--- src/hdl/ps_bus_pkg.sv ---
// Shared definitions for the PS bus bridge
// Bus widths, ack timeout, address map and register offsets
// AXI response codes and the bus opcode enum

`default_nettype none

package ps_bus_pkg;

  //////////////////////////////
  // Bus widths
  //////////////////////////////
  localparam int ADDR_W = 32;
  localparam int DATA_W = 32;
  localparam int STRB_W = DATA_W / 8;

  // Cycles the master waits for ack before giving up
  localparam int ACK_TIMEOUT = 32;
  localparam int ACK_CNT_W   = $clog2(ACK_TIMEOUT);

  //////////////////////////////
  // Address map
  //////////////////////////////
  localparam int REGION_LSB = 20;
  localparam int REGION_W   = 2;

  // Codes 2 and 3 are unmapped
  localparam logic [REGION_W-1:0] REGION_REGS = 2'd0;
  localparam logic [REGION_W-1:0] REGION_EXT  = 2'd1;

  // Byte offsets inside the register region
  localparam logic [REGION_LSB-1:0] REG_ID      = 'h00;
  localparam logic [REGION_LSB-1:0] REG_SCRATCH = 'h04;
  localparam logic [REGION_LSB-1:0] REG_CONTROL = 'h08;
  localparam logic [REGION_LSB-1:0] REG_WCOUNT  = 'h0C;

  localparam logic [DATA_W-1:0] PS_ID_VALUE = 32'h5052_0001;

  // AXI response codes
  localparam logic [1:0] RESP_OKAY   = 2'b00;
  localparam logic [1:0] RESP_SLVERR = 2'b10;

  typedef enum logic {
    OP_WRITE = 1'b0,
    OP_READ  = 1'b1
  } bus_op_e;

endpackage

`default_nettype wire

--- src/hdl/sys_bus_if.sv ---
// System bus interface
// Master drives address, data and strobes; slave returns ack

`timescale 1ns/1ps
`default_nettype none

interface sys_bus_if;
  import ps_bus_pkg::*;

  logic [ADDR_W-1:0] addr;
  logic [DATA_W-1:0] wdata;
  logic [STRB_W-1:0] sel;
  logic              wen;
  logic              ren;
  // Valid in the ack cycle only
  logic [DATA_W-1:0] rdata;
  logic              err;
  logic              ack;

  modport m (
    output addr, wdata, sel, wen, ren,
    input  rdata, err, ack
  );

  modport s (
    input  addr, wdata, sel, wen, ren,
    output rdata, err, ack
  );

endinterface

`default_nettype wire

--- src/hdl/ps_req_if.sv ---
// Request interface from AXI capture to the bus master

`timescale 1ns/1ps
`default_nettype none

interface ps_req_if;
  import ps_bus_pkg::*;

  logic              vld;
  bus_op_e           op;
  logic [ADDR_W-1:0] addr;
  logic [DATA_W-1:0] wdata;
  logic [STRB_W-1:0] wstrb;
  logic              rdy;

  modport src (output vld, op, addr, wdata, wstrb, input rdy);
  modport dst (input vld, op, addr, wdata, wstrb, output rdy);

endinterface

`default_nettype wire

--- src/hdl/axi_lite_capture.sv ---
// AXI4-Lite request capture
// Pairs AW and W into a write, or takes an AR read, and holds
// one request until the bus master takes it

`timescale 1ns/1ps
`default_nettype none

module axi_lite_capture (
  input  logic                          clk,
  input  logic                          reset_i,
  // Write address channel
  input  logic                          awvalid_i,
  input  logic [ps_bus_pkg::ADDR_W-1:0] awaddr_i,
  output logic                          awready_o,
  // Write data channel
  input  logic                          wvalid_i,
  input  logic [ps_bus_pkg::DATA_W-1:0] wdata_i,
  input  logic [ps_bus_pkg::STRB_W-1:0] wstrb_i,
  output logic                          wready_o,
  // Read address channel
  input  logic                          arvalid_i,
  input  logic [ps_bus_pkg::ADDR_W-1:0] araddr_i,
  output logic                          arready_o,
  // Towards the bus master
  ps_req_if.src                         req
);
  import ps_bus_pkg::*;

  logic wr_pend;
  logic take_wr;
  logic take_rd;

  //////////////////////////////
  // Acceptance
  //////////////////////////////

  // A write needs address and data at the same time
  assign wr_pend = awvalid_i && wvalid_i;

  // Only an empty holding register accepts, writes first
  assign take_wr = !req.vld && wr_pend;
  assign take_rd = !req.vld && arvalid_i && !wr_pend;

  // AW and W are taken together
  assign awready_o = take_wr;
  assign wready_o  = take_wr;
  assign arready_o = take_rd;

  //////////////////////////////
  // Holding register
  //////////////////////////////

  // Full flag doubles as the request valid
  always_ff @(posedge clk) begin
    if (reset_i) begin
      req.vld <= 1'b0;
    end else if (take_wr || take_rd) begin
      req.vld <= 1'b1;
    end else if (req.rdy) begin
      req.vld <= 1'b0;
    end
  end

  // Request payload
  always_ff @(posedge clk) begin
    if (take_wr) begin
      req.op    <= OP_WRITE;
      req.addr  <= awaddr_i;
      req.wdata <= wdata_i;
      req.wstrb <= wstrb_i;
    end else if (take_rd) begin
      req.op    <= OP_READ;
      req.addr  <= araddr_i;
      // No byte lanes on a read
      req.wdata <= '0;
      req.wstrb <= '0;
    end
  end

endmodule

`default_nettype wire

--- src/hdl/sys_bus_master.sv ---
// System bus master
// Turns one request into a wen or ren pulse, waits for ack or
// timeout and returns the result on the AXI B or R channel

`timescale 1ns/1ps
`default_nettype none

module sys_bus_master (
  input  logic                          clk,
  input  logic                          reset_i,
  // Write response channel
  output logic                          bvalid_o,
  output logic [1:0]                    bresp_o,
  input  logic                          bready_i,
  // Read data channel
  output logic                          rvalid_o,
  output logic [ps_bus_pkg::DATA_W-1:0] rdata_o,
  output logic [1:0]                    rresp_o,
  input  logic                          rready_i,
  ps_req_if.dst                         req,
  sys_bus_if.m                          bus
);
  import ps_bus_pkg::*;

  typedef enum logic [1:0] {IDLE, STROBE, WAIT_ACK, RESPOND} state_e;

  state_e               state;
  bus_op_e              op;
  logic [ADDR_W-1:0]    addr;
  logic [DATA_W-1:0]    wdata;
  logic [STRB_W-1:0]    wstrb;
  logic [DATA_W-1:0]    rdata;
  logic                 resp_err;
  logic [1:0]           resp_code;
  logic [ACK_CNT_W-1:0] tmo_cnt;
  logic                 tmo_hit;
  logic                 busy;
  logic                 resp_done;

  assign req.rdy = (state == IDLE);
  // Ack may come in the strobe cycle already
  assign busy    = (state == STROBE) || (state == WAIT_ACK);
  assign tmo_hit = (state == WAIT_ACK) && !bus.ack &&
                   (tmo_cnt == ACK_CNT_W'(ACK_TIMEOUT - 1));
  assign resp_done = (op == OP_WRITE) ? bready_i : rready_i;

  //////////////////////////////
  // FSM and timeout counter
  //////////////////////////////
  always_ff @(posedge clk) begin
    if (reset_i) begin
      state   <= IDLE;
      tmo_cnt <= '0;
    end else begin
      case (state)
        IDLE: begin
          if (req.vld) begin
            state <= STROBE;
          end
        end
        STROBE: begin
          tmo_cnt <= '0;
          state   <= bus.ack ? RESPOND : WAIT_ACK;
        end
        WAIT_ACK: begin
          tmo_cnt <= tmo_cnt + 1'b1;
          if (bus.ack || tmo_hit) begin
            state <= RESPOND;
          end
        end
        RESPOND: begin
          if (resp_done) begin
            state <= IDLE;
          end
        end
        default: state <= IDLE;
      endcase
    end
  end

  // Request and result latches
  always_ff @(posedge clk) begin
    if (req.vld && req.rdy) begin
      op    <= req.op;
      addr  <= req.addr;
      wdata <= req.wdata;
      wstrb <= req.wstrb;
    end
    if (busy && bus.ack) begin
      rdata    <= bus.rdata;
      resp_err <= bus.err;
    end else if (tmo_hit) begin
      rdata    <= '0;
      resp_err <= 1'b1;
    end
  end

  // Bus side
  assign bus.addr  = addr;
  assign bus.wdata = wdata;
  assign bus.sel   = wstrb;
  assign bus.wen   = (state == STROBE) && (op == OP_WRITE);
  assign bus.ren   = (state == STROBE) && (op == OP_READ);

  // AXI response side
  assign resp_code = resp_err ? RESP_SLVERR : RESP_OKAY;
  assign bvalid_o  = (state == RESPOND) && (op == OP_WRITE);
  assign bresp_o   = resp_code;
  assign rvalid_o  = (state == RESPOND) && (op == OP_READ);
  assign rdata_o   = rdata;
  assign rresp_o   = resp_code;

endmodule

`default_nettype wire

--- src/hdl/sys_bus_decoder.sv ---
// System bus address decoder
// Routes strobes by region to the register block or the external
// port, and answers unmapped regions with an error

`timescale 1ns/1ps
`default_nettype none

module sys_bus_decoder (
  input  logic                          clk,
  input  logic                          reset_i,
  sys_bus_if.s                          up,
  sys_bus_if.m                          regs,
  // External system bus
  output logic [ps_bus_pkg::ADDR_W-1:0] ext_addr_o,
  output logic [ps_bus_pkg::DATA_W-1:0] ext_wdata_o,
  output logic [ps_bus_pkg::STRB_W-1:0] ext_sel_o,
  output logic                          ext_wen_o,
  output logic                          ext_ren_o,
  input  logic [ps_bus_pkg::DATA_W-1:0] ext_rdata_i,
  input  logic                          ext_err_i,
  input  logic                          ext_ack_i
);
  import ps_bus_pkg::*;

  logic [REGION_W-1:0] region;
  logic                sel_regs;
  logic                sel_ext;
  logic                unm_ack;

  // Address stays stable for the whole cycle
  assign region   = up.addr[REGION_LSB +: REGION_W];
  assign sel_regs = (region == REGION_REGS);
  assign sel_ext  = (region == REGION_EXT);

  //////////////////////////////
  // Forward path
  //////////////////////////////
  assign regs.addr  = up.addr;
  assign regs.wdata = up.wdata;
  assign regs.sel   = up.sel;
  assign regs.wen   = up.wen && sel_regs;
  assign regs.ren   = up.ren && sel_regs;

  assign ext_addr_o  = up.addr;
  assign ext_wdata_o = up.wdata;
  assign ext_sel_o   = up.sel;
  assign ext_wen_o   = up.wen && sel_ext;
  assign ext_ren_o   = up.ren && sel_ext;

  // Unmapped strobe gets an ack one cycle later
  always_ff @(posedge clk) begin
    if (reset_i) begin
      unm_ack <= 1'b0;
    end else begin
      unm_ack <= (up.wen || up.ren) && !sel_regs && !sel_ext;
    end
  end

  //////////////////////////////
  // Return path
  //////////////////////////////
  always_comb begin
    if (sel_regs) begin
      up.ack   = regs.ack;
      up.rdata = regs.rdata;
      up.err   = regs.err;
    end else if (sel_ext) begin
      up.ack   = ext_ack_i;
      up.rdata = ext_rdata_i;
      up.err   = ext_err_i;
    end else begin
      up.ack   = unm_ack;
      up.rdata = '0;
      up.err   = 1'b1;
    end
  end

endmodule

`default_nettype wire

--- src/hdl/ps_regs.sv ---
// Built-in register block
// ID, scratch, control and write counter registers on the system bus

`timescale 1ns/1ps
`default_nettype none

module ps_regs (
  input  logic       clk,
  input  logic       reset_i,
  sys_bus_if.s       bus,
  output logic [7:0] leds_o
);
  import ps_bus_pkg::*;

  logic [REGION_LSB-1:0] offs;
  logic [DATA_W-1:0]     scratch;
  logic [DATA_W-1:0]     control;
  logic [DATA_W-1:0]     wcount;
  logic                  wr_ok;

  // Byte lane merge for the writable registers
  function automatic logic [DATA_W-1:0] merge_bytes(
    input logic [DATA_W-1:0] old_val,
    input logic [DATA_W-1:0] new_val,
    input logic [STRB_W-1:0] strb
  );
    logic [DATA_W-1:0] res;
    res = old_val;
    for (int i = 0; i < STRB_W; i++) begin
      if (strb[i]) begin
        res[8*i +: 8] = new_val[8*i +: 8];
      end
    end
    return res;
  endfunction

  assign offs  = bus.addr[REGION_LSB-1:0];
  // ID and WCOUNT are read only
  assign wr_ok = bus.wen && ((offs == REG_SCRATCH) || (offs == REG_CONTROL));

  always_ff @(posedge clk) begin
    if (reset_i) begin
      scratch <= '0;
      control <= '0;
      wcount  <= '0;
      bus.ack <= 1'b0;
    end else begin
      bus.ack <= bus.wen || bus.ren;
      if (bus.wen && (offs == REG_SCRATCH)) begin
        scratch <= merge_bytes(scratch, bus.wdata, bus.sel);
      end
      if (bus.wen && (offs == REG_CONTROL)) begin
        control <= merge_bytes(control, bus.wdata, bus.sel);
      end
      if (wr_ok) begin
        wcount <= wcount + 1'b1;
      end
    end
  end

  // Read data and error, seen in the ack cycle
  always_ff @(posedge clk) begin
    if (bus.ren) begin
      case (offs)
        REG_ID:      bus.rdata <= PS_ID_VALUE;
        REG_SCRATCH: bus.rdata <= scratch;
        REG_CONTROL: bus.rdata <= control;
        REG_WCOUNT:  bus.rdata <= wcount;
        default:     bus.rdata <= '0;
      endcase
    end
    bus.err <= bus.wen && !wr_ok;
  end

  assign leds_o = control[7:0];

endmodule

`default_nettype wire

--- src/hdl/red_pitaya_ps_bus.sv ---
// PS bus bridge top level
// AXI4-Lite slave in, register block and external system bus out

`timescale 1ns/1ps
`default_nettype none

module red_pitaya_ps_bus (
  input  logic                          clk,
  input  logic                          reset_i,
  // AXI4-Lite slave, GP0 side
  input  logic                          awvalid_i,
  input  logic [ps_bus_pkg::ADDR_W-1:0] awaddr_i,
  output logic                          awready_o,
  input  logic                          wvalid_i,
  input  logic [ps_bus_pkg::DATA_W-1:0] wdata_i,
  input  logic [ps_bus_pkg::STRB_W-1:0] wstrb_i,
  output logic                          wready_o,
  output logic                          bvalid_o,
  output logic [1:0]                    bresp_o,
  input  logic                          bready_i,
  input  logic                          arvalid_i,
  input  logic [ps_bus_pkg::ADDR_W-1:0] araddr_i,
  output logic                          arready_o,
  output logic                          rvalid_o,
  output logic [ps_bus_pkg::DATA_W-1:0] rdata_o,
  output logic [1:0]                    rresp_o,
  input  logic                          rready_i,
  // External system bus
  output logic [ps_bus_pkg::ADDR_W-1:0] ext_addr_o,
  output logic [ps_bus_pkg::DATA_W-1:0] ext_wdata_o,
  output logic [ps_bus_pkg::STRB_W-1:0] ext_sel_o,
  output logic                          ext_wen_o,
  output logic                          ext_ren_o,
  input  logic [ps_bus_pkg::DATA_W-1:0] ext_rdata_i,
  input  logic                          ext_err_i,
  input  logic                          ext_ack_i,
  output logic [7:0]                    leds_o
);

  ps_req_if  req_if ();
  sys_bus_if up_bus ();
  sys_bus_if reg_bus ();

  //////////////////////////////
  // AXI front end
  //////////////////////////////
  axi_lite_capture u_capture (
    .clk       (clk),
    .reset_i   (reset_i),
    .awvalid_i (awvalid_i),
    .awaddr_i  (awaddr_i),
    .awready_o (awready_o),
    .wvalid_i  (wvalid_i),
    .wdata_i   (wdata_i),
    .wstrb_i   (wstrb_i),
    .wready_o  (wready_o),
    .arvalid_i (arvalid_i),
    .araddr_i  (araddr_i),
    .arready_o (arready_o),
    .req       (req_if)
  );

  sys_bus_master u_master (
    .clk      (clk),
    .reset_i  (reset_i),
    .bvalid_o (bvalid_o),
    .bresp_o  (bresp_o),
    .bready_i (bready_i),
    .rvalid_o (rvalid_o),
    .rdata_o  (rdata_o),
    .rresp_o  (rresp_o),
    .rready_i (rready_i),
    .req      (req_if),
    .bus      (up_bus)
  );

  //////////////////////////////
  // Address decode and targets
  //////////////////////////////
  sys_bus_decoder u_decoder (
    .clk         (clk),
    .reset_i     (reset_i),
    .up          (up_bus),
    .regs        (reg_bus),
    .ext_addr_o  (ext_addr_o),
    .ext_wdata_o (ext_wdata_o),
    .ext_sel_o   (ext_sel_o),
    .ext_wen_o   (ext_wen_o),
    .ext_ren_o   (ext_ren_o),
    .ext_rdata_i (ext_rdata_i),
    .ext_err_i   (ext_err_i),
    .ext_ack_i   (ext_ack_i)
  );

  ps_regs u_regs (
    .clk     (clk),
    .reset_i (reset_i),
    .bus     (reg_bus),
    .leds_o  (leds_o)
  );

endmodule

`default_nettype wire

--- config.mk ---
export PLATFORM = sky130hd
export DESIGN_NAME = red_pitaya_ps_bus
export DESIGN_NICKNAME = d
export VERILOG_FILES = /design/src/hdl/ps_bus_pkg.sv /design/src/hdl/sys_bus_if.sv /design/src/hdl/ps_req_if.sv /design/src/hdl/axi_lite_capture.sv /design/src/hdl/sys_bus_master.sv /design/src/hdl/sys_bus_decoder.sv /design/src/hdl/ps_regs.sv /design/src/hdl/red_pitaya_ps_bus.sv
export SDC_FILE = /design/constraint.sdc
export NUM_CORES = 1
export LEC_CHECK = 0
export ABC_AREA = 1
export BUFFER_PORTS_ARGS = -buffer_cell sky130_fd_sc_hd__buf_2
export CAP_MARGIN = 20
export CORE_MARGIN = 3
export CORE_UTILIZATION = 51
export DETAILED_ROUTE_END_ITERATION = 10
export MAX_ROUTING_LAYER = met4
export PLACE_DENSITY = 0.77
export SYNTH_ARGS = -nofsm -noshare
export SYNTH_HDL_FRONTEND = slang
export SYNTH_HIERARCHICAL = 1
export SYNTH_SLANG_ARGS = --single-unit
--- constraint.sdc ---
create_clock -name clk -period 2.6 [get_ports clk]
set_input_delay 0.13 -clock clk [delete_from_list [all_inputs] [get_ports clk]]
set_output_delay 0.13 -clock clk [all_outputs]
set_load 0.01 [all_outputs]
Word level (Yosys, flattened, before mapping)
Cells that the tools add are included.

Flip-flop bits (word level): 310. Latch bits: 0. Bits in writable memories: 0. ROM bits: 0. Input bits: 141. Output and inout bits: 119. Word-level logic and storage cells: 117. Memories kept: 0.

Add/subtract/negate cells: 2. $mul: 0. Divide/modulo/power cells: 0. Order comparisons: 0. Eq/ne operators: 11. Shifts and indexed selects: 0. Mux-type cells: 27. Bitwise logic cells: 1. Reduce and logical (&&, ||, !) cells: 50.

Operator list (count): 32-bit two-way mux (8); 32-bit case mux with 4 select lines (1); 20-bit by 4-bit == test with 1-bit output (second input constant) (2); 32-bit by 1-bit adder with 32-bit output (second input constant) (1); 1-bit logical AND (22); 20-bit by 3-bit == test with 1-bit output (second input constant) (1); 20-bit zero test (1); 2-bit AND reduction (8); 1-bit two-way mux (10); 5-bit case mux with 2 select lines (1); 2-bit two-way mux (4); 4-bit two-way mux (2); 2-bit case mux with 4 select lines (1); 2-bit nonzero test (4); 1-bit zero test (6); 1-bit logical OR (6); 5-bit by 1-bit adder with 5-bit output (second input constant) (1); 5-bit == test (second input constant) (1); 2-bit by 1-bit == test with 1-bit output (second input constant) (2); 2-bit == test (second input constant) (2); 2-bit zero test (2); 2-bit inequality test (second input constant) (2); 3-bit AND reduction (1); 2-bit by 1-bit inequality test with 1-bit output (second input constant) (1); 1-bit NOT (1).

Depth between registers and ports, before layout
Gate-level depths: netlist of run 1.

Depth in word-level cells: 9. Mapped depth: 16. Depth with buffers taken out: 15.

Cells and area by module
Netlist of run 1, hierarchy kept.

Modules (own cells, without submodules): ps_regs (times used 1, cells an instance 928, area each 6477.5 um^2, seq. area each 2922.8 um^2); sys_bus_master (times used 1, cells an instance 255, area each 3866.2 um^2, seq. area each 3203.1 um^2); axi_lite_capture (times used 1, cells an instance 264, area each 2855.2 um^2, seq. area each 2082.0 um^2); sys_bus_decoder (times used 1, cells an instance 262, area each 1679.1 um^2, seq. area each 20.0 um^2).

Worst setup path before layout of run 1
OpenSTA, ideal clock, no wires.

Kind: flip-flop to flip-flop. From: register u_master.addr[20] (netlist: u_master/bus.addr[20]). To: register u_regs.bus.rdata[0] (enable). Setup time: 0.423 ns. Arrival time: 2.184 ns. Setup slack: -0.006 ns. Stages on the path, launching flop included: 5. Buffers on the path: 1. Period minus slack after synthesis: 2.606 ns. Path through: edfxtp_1 buf_4 nor2_8 inv_1 nor2_1.

Longest elaborated chain between the ends: 2.

Ends and longest elaborated chain: start: declaration (line sys_bus_master.sv:29) `logic [ADDR_W-1:0] addr;`; start signal: assignment (line sys_bus_master.sv:85) `addr <= req.addr;`; 2-bit zero test (line sys_bus_decoder.sv:32) `assign sel_regs = (region == REGION_REGS);`; 1-bit logical AND (line sys_bus_decoder.sv:42) `assign regs.ren = up.ren && sel_regs;`; net reg_bus.ren (line sys_bus_if.sv:14) `logic ren;`; end signal: assignment (line ps_regs.sv:66) `REG_SCRATCH: bus.rdata <= scratch;`; end signal: assignment (line ps_regs.sv:67) `REG_CONTROL: bus.rdata <= control;`; end signal: assignment (line ps_regs.sv:68) `REG_WCOUNT: bus.rdata <= wcount;`; end: declaration (line sys_bus_if.sv:27) `output rdata, err, ack`.

The timed path passes the listed nets, and every way through them passes these cells. A chain may end at the register's enable or synchronous reset.

Final worst setup path of run 1
From: register u_master.state[1]. To: register u_regs.control[7].

Longest elaborated chain between the ends: 5.

Ends and longest elaborated chain: start: declaration (line sys_bus_master.sv:27) `state_e state;`; start signal: assignment (line sys_bus_master.sv:63) `state <= bus.ack ? RESPOND : WAIT_ACK;`; 2-bit by 1-bit == test with 1-bit output (line sys_bus_master.sv:102) `assign bus.wen = (state == STROBE) && (op == OP_WRITE);`; 1-bit logical AND (line sys_bus_master.sv:102); net up_bus.wen (line sys_bus_if.sv:13) `logic wen;`; 1-bit logical AND (line sys_bus_decoder.sv:41) `assign regs.wen = up.wen && sel_regs;`; net reg_bus.wen (line sys_bus_if.sv:13); 1-bit logical AND (line ps_regs.sv:52) `if (bus.wen && (offs == REG_CONTROL)) begin`; 2-bit AND reduction (no line); end signal: assignment (line ps_regs.sv:53) `control <= merge_bytes(control, bus.wdata, bus.sel);`; end: declaration (line ps_regs.sv:17) `logic [DATA_W-1:0] control;`.

The timed path passes the listed nets, and every way through them passes these cells.

==> results of run 1 <==
==> worst min-delay path by stage <==
stage / endpoint / slack (ps) / cells after the start
5_1_grt: u_master/rdata_o[15] / 70 / 5
6_report: u_master/state[0] / 60 / 6
3_3_place_gp: u_capture/req.addr[27] / 390 / 3
4_1_cts: u_master/rdata_o[15] / 40 / 5
2_1_floorplan: u_master/tmo_cnt[1] / 200 / 1
3_5_place_dp: u_capture/req.addr[5] / 400 / 3
==> per-layer routing <==
metal	GRT usage	wire length (microns)
met5	-	0
met2	0.348	15900
met1	0.314	15200
met4	0.0703	861
met3	0.0492	3090
==> critical path, stage by stage (launching register included) <==
cell     delay (ps)
dfxtp_1         340
inv_1            90
ha_1            160
inv_1            60
nor2_1          120
inv_1            70
nor2_1          110
buf_4           220
inv_2           170
nor2_2          130
buf_4           340
nand3_1         130
nand2_1          90
nor2_1           50
==> layout make-up <==
cell class | instances | area, sq um
Inverter | 168 | 633
Clock inverter | 13 | 57.6
Fill cell | 2261 | 10800
Clock buffer | 48 | 945
Tap cell | 378 | 473
Multi-Input combinational cell | 1016 | 4500
Timing Repair Buffer | 381 | 2520
Sequential cell | 310 | 8230
==> cells in the final DEF (no fill, tap or decap), drive strengths merged <==
master,count
clkinvlp,1
ha,7
or2,1
nor4,1
inv,169
dfxtp,108
o211ai,9
o21ai,2
edfxtp,202
clkbuf,48
nor3,11
nand4,17
nor2,325
buf,279
nand2,414
nand3,196
a21oi,29
dlygate4sd3,102
xor2,1
clkinv,11
conb,2
a31oi,1
==> per-stage QoR <==
step,instance area (sq um),instances
floorplan,14800,1698
global placement,15300,2151
detailed placement,15300,2151
CTS,17400,2314
global route,17400,2314
finish,17400,2314
==> where the power goes <==
group	switching (mW)	internal (mW)	leakage (nW)	total [mW]
clock	1.86	2.53	0.485	4.39
sequential	0.205	5.81	2.79	6.02
combinational	1.15	0.659	4.32	1.81
==> out/results.txt, run 1 <==
The run finished with clean final reports. After routing, the total negative slack on setup checks comes to 0 ps. The net count of the finished layout is 2060. The headroom to the max-slew limit was 0.478; the slew at the pin closest to its max-slew limit was 780 ps.

For the post-layout utilization of the core, the log shows 0.616. The clock tree root buffer cell was clkbuf_16. The minimum clock period is 2210 ps, and the layout cell share with drive strength beyond 1 is 0.192. The first detailed-routing pass took 5 iterations. The area growth from synthesis to layout was 17.4%. In this run the vertical extent of the chip is 176 microns.

The detailed router finished its first iteration with 991 violations. The number of max-cap violations is 0. For the initial core utilization, the log shows 0.525. The number of cell rows was 61; the maximum fanout count along the critical path was 32. After floorplanning, the core was sized to cover 0.0282 sq mm. The clock latency of the later-clocked register in the worst-skew pair is 510 ps, and the worst hold slack is 63.5 ps. Setup repair after global routing left no endpoint under its margin. The kind of critical path is reg -> reg. The HPWL after detailed placement is 23200 microns. After layout, the design draws a total of 12.2 mW. The startpoint identified for the worst hold timing path is bready_i.

Entering global routing, the biggest net connects 97 pins. The floorplan step defined a die boundary enclosing 0.0311 sq mm. Summed over all cells, the static leakage comes to 7.59 nW. The final hold violation count is 0.

The detailed-route vias per instance is 4.93. For the highest clock rate, the log shows 453 MHz. CTS saw 310 sinks. The run gives 3 as the number of buffers on the longest clock path.

The tools report the maximum vdd drop as 579 uV. TritonCTS created 35 clock buffers. The first global-routing pass estimated 55700 microns of wire. The critical path ends at u_regs/control[7].

The run gives 0.0148 sq mm as the netlist area before placement. The number of cells produced by synthesis is 1697. The launch point of the worst reg-to-reg path was u_master/state[1]. The tools report the start point of the critical path as u_master/state[1].

The power density normalized to cell area was 704 mW/mm^2. Setup violations remaining at the end of the flow were counted as 0. The run gives 0 as the number of max-slew violations in the final report. The worst hold-check path type was in -> reg. The number of buffers inserted by port buffering was 257; the average cell area after synthesis was 8.71 sq um. TritonCTS built the clock tree.

For the worst setup path, the data arrival time is 2600 ps. In this run the count of I/O pins placed on the die edge is 260. The repair_antennas step left the layout with diodes totalling 0. The total of cells resized after clock tree synthesis is 0.

In this run the horizontal extent of the chip is 176 microns. The tools report the setup fix buffers added after clock tree synthesis as 0. The final global-route overflow total is 0, and the via count of the first global-routing pass is 10800.

Detailed routing inserted a total of 11400 vias. The run gives 6 as the count of warnings emitted by yosys. Summed over all layers, the routed wires come to 35100 microns. Across all register-to-register paths, the minimum setup slack is 390 ps. The tools report the final worst clock skew as 21.5 ps.

The worst setup path is captured at a flip-flop. Number of antenna violations at the first check in global routing: 0. The number of cells on the worst reg-to-reg path is 13, and the clock-pin slew on the worst setup and hold paths is 60 ps. The number of routed nets with antenna violations was 0; the level count of the clock H-tree was 2. The worst setup path is launched from a flip-flop. OpenSTA, run right after detailed placement, puts the worst setup slack at 387 ps.

After detailed routing, the average wire length per cell comes to 15.2 microns. The final setup slack of the worst path is 392 ps, and the share of the clock period used by the worst path is 0.849. For this run, design rule violations remaining after detail routing come to 0.

After clock tree synthesis, the flow added hold-fix buffers numbering 102. The logs give 0.918 for the placer's final routability congestion estimate and 2990 ps for the critical path data required time. In this run the critical register-to-register path is captured at u_regs/control[7]. The overall routing resource usage was 0.230.
(Power assumes the default switching activity.)
==> run 2, diff against run 1 <==
Settings changed: CORE_UTILIZATION 51 to 57, PLACE_DENSITY 0.77 to 0.81.
Clock period 2.6 ns to 2.3 ns, I/O delays scaled along.
==> run 2 against run 1 <==
Design area up 1.3%. Hold slack worse by 55 ps. First-iteration DRC count grew 47%. Wire length is 18% higher. Total power rose by 17%. Count of clock-buffer cells in the layout shrank 6. Fmax is 1.7% higher. Flip-flop and latch count is the same. Sequential power is 13% higher. Critical path depth is the same. Clock power increased by 17%.
==> out/results.txt, run 2 (synthesized netlist as in run 1, its figures left out) <==
Static timing analysis puts the maximum clock frequency at 460 MHz. The number of design-rule violations left by the first detailed-router iteration was 1458; the reported leakage power was 7.73 nW. The tools report the overall routing resource usage as 0.300.

For the pin with the worst max-slew slack, the measured transition is 560 ps. CTS placed an instance of clkbuf_16 at the clock tree root. The via count of the first global-routing pass is 12300.

The critical path in this run is classified as reg -> reg. The detailed-route vias per instance was 5.47; the number of buffers inserted by port buffering was 257. The final global-route overflow total was 0; the initial core utilization was 0.584. Total power for the finished layout comes to 14.2 mW.

The area growth from synthesis to layout is 18.8%. The clock latency of the later-clocked register in the worst-skew pair is 510 ps, and the final worst clock skew is 22.1 ps. The chip width is 167 microns, and the layout cell share with drive strength beyond 1 is 0.206.

Across all layers, the routed design uses 12500 vias. The average wire per standard cell came out at 18.2 microns. The power density normalized to cell area came out at 811 mW/mm^2. The number of max-slew violations in the final report came out at 0.

The run gives 2 as the level count of the clock H-tree. For the final-stage net count, the log shows 2078. The logs give 0 for the number of antenna violations at the first check in global routing and 0 for the number of max-cap violations.

The min-delay analysis places its worst path in the category in -> reg. The final hold violation count was 0; the number of search-and-repair iterations in the first detailed-routing pass was 6. The library cells used most frequently in the layout, excluding fill and tap cells, are nand2_1 (409), nor2_1 (304), buf_2 (257).

TritonCTS built the clock tree. The placer's final routability congestion estimate came out at 0.929. The maximum number of pins on one net before global-route repair was 97. The data arrival time at the worst-slack endpoint is 2560 ps. The longest clock path from root to sink contains 3 buffers.

Setup violations remaining at the end of the flow were counted as 0. The minimum clock period was 2170 ps. The cell family contributing the most delay on the critical path is buffers and inverters. The number of clock sinks is 310, and the headroom to the max-slew limit is 0.627. The buffering stage count on the worst path with inverters included came out at 6.

STA classifies the critical path endpoint as a flip-flop. The flow ran to the end, and the final reports show no timing, DRC or antenna violations. STA classifies the critical path startpoint as a flip-flop. The clock-pin slew on the worst setup and hold paths came out at 60 ps. On the worst path, the slowest cell contributes a delay of 350 ps. Across the VDD grid, the largest voltage drop is 711 uV. The tools report the number of buffers inserted during clock tree synthesis as 34.

For the number of remaining DRC errors, the log shows 0. The core region is 0.0253 sq mm. The post-placement setup slack came out at 147 ps.

The tools report the area of the die as 0.0279 sq mm. Share of the clock period used by the worst path: 0.944. The floorplan has 58 rows. The logs give 260 for the I/O pin count and 2690 ps for the critical path data required time. The chip height works out to 167 microns. For this design, the slowest cell found on the critical path is dfxtp_1. The final layout contains routed wiring with a total length of 41500 microns. Traced cell by cell, the critical path runs through inv_1, ha_1, inv_1, nor2_2, inv_1, nor2_2, buf_12, inv_2, nor2_2, buf_6, nand3_1, nand2_1, nor2_1. 0 antenna diodes ended up in the layout. The HPWL after detailed placement was 25000 microns.

The library cell used most frequently in the layout, excluding fill and tap cells, is nand2_1. Once detail routing completed, the nets flagged for antenna violations numbered 0. The run gives 65000 microns as the first-pass GRT wire length. The post-layout utilization of the core was 0.694; the maximum fanout count along the critical path was 24. The final setup slack of the worst path came out at 128 ps.
run 2: path summary, 6_finish.rpt:
| kind | from | end | slack, ps | cells after the start |
|---|---|---|---|---|
| setup / recovery | u_master/state[1] | u_regs/control[27] | 130 | 13 |
| hold / removal | ext_err_i | u_master/resp_err | 9 | 4 |
| setup reg to reg | u_master/state[1] | u_regs/control[27] | 130 | 13 |
| hold reg to reg | u_capture/req.wdata[22] | u_master/bus.wdata[22] | 420 | 0 |
run 2: repair_timing:
action                                  4_1_cts  5_1_grt
gates resized for setup                       0        8
hold buffers                                102        0
setup buffers                                 0        2
endpoints found under the setup margin        0       61
hold endpoints to repair                     75        0
run 2: metrics by stage:
step / hold WS [ps] / std cells / setup TNS, ps / instance area (sq um)
floorplan: 184 / 1698 / 0 / 14800
global placement: 380 / 2120 / 0 / 15400
detailed placement: 383 / 2120 / 0 / 15400
CTS: 0.995 / 2284 / 0 / 17500
global route: 41.7 / 2286 / -65.0 / 17600
finish: 8.94 / 2286 / 0 / 17600
run 2: layout make-up:
type	instances	area [sq um]
Multi-Input combinational cell	1016	4510
Sequential cell	310	8230
Timing Repair Buffer	400	2720
Fill cell	1737	7750
Clock buffer	42	953
Tap cell	330	413
Clock inverter	20	108
Inverter	168	639
run 2: metal layers:
layer / global-route usage / share of wire / wire length (microns) / vias up
met5: - / 0 / 0 / -
met1: 0.359 / 0.38 / 15700 / 5816
li1: - / - / - / 5760
met2: 0.493 / 0.48 / 19800 / 782
met4: 0.119 / 0.043 / 1790 / 0
met3: 0.0693 / 0.10 / 4240 / 146
run 2: report_power, final:
part	switching, mW	internal, mW
Combinational	1.46	0.818
Clock	2.19	2.96
Sequential	0.245	6.57
run 2: worst reg2reg max path, cell delays in order (launching register included):
cell and delay [ps]:
dfxtp_1 350, inv_1 100, ha_1 170, inv_1 70, nor2_2 120, inv_1 80, nor2_2 160, buf_12 160
inv_2 120, nor2_2 160, buf_6 240, nand3_1 170, nand2_1 100, nor2_1 60
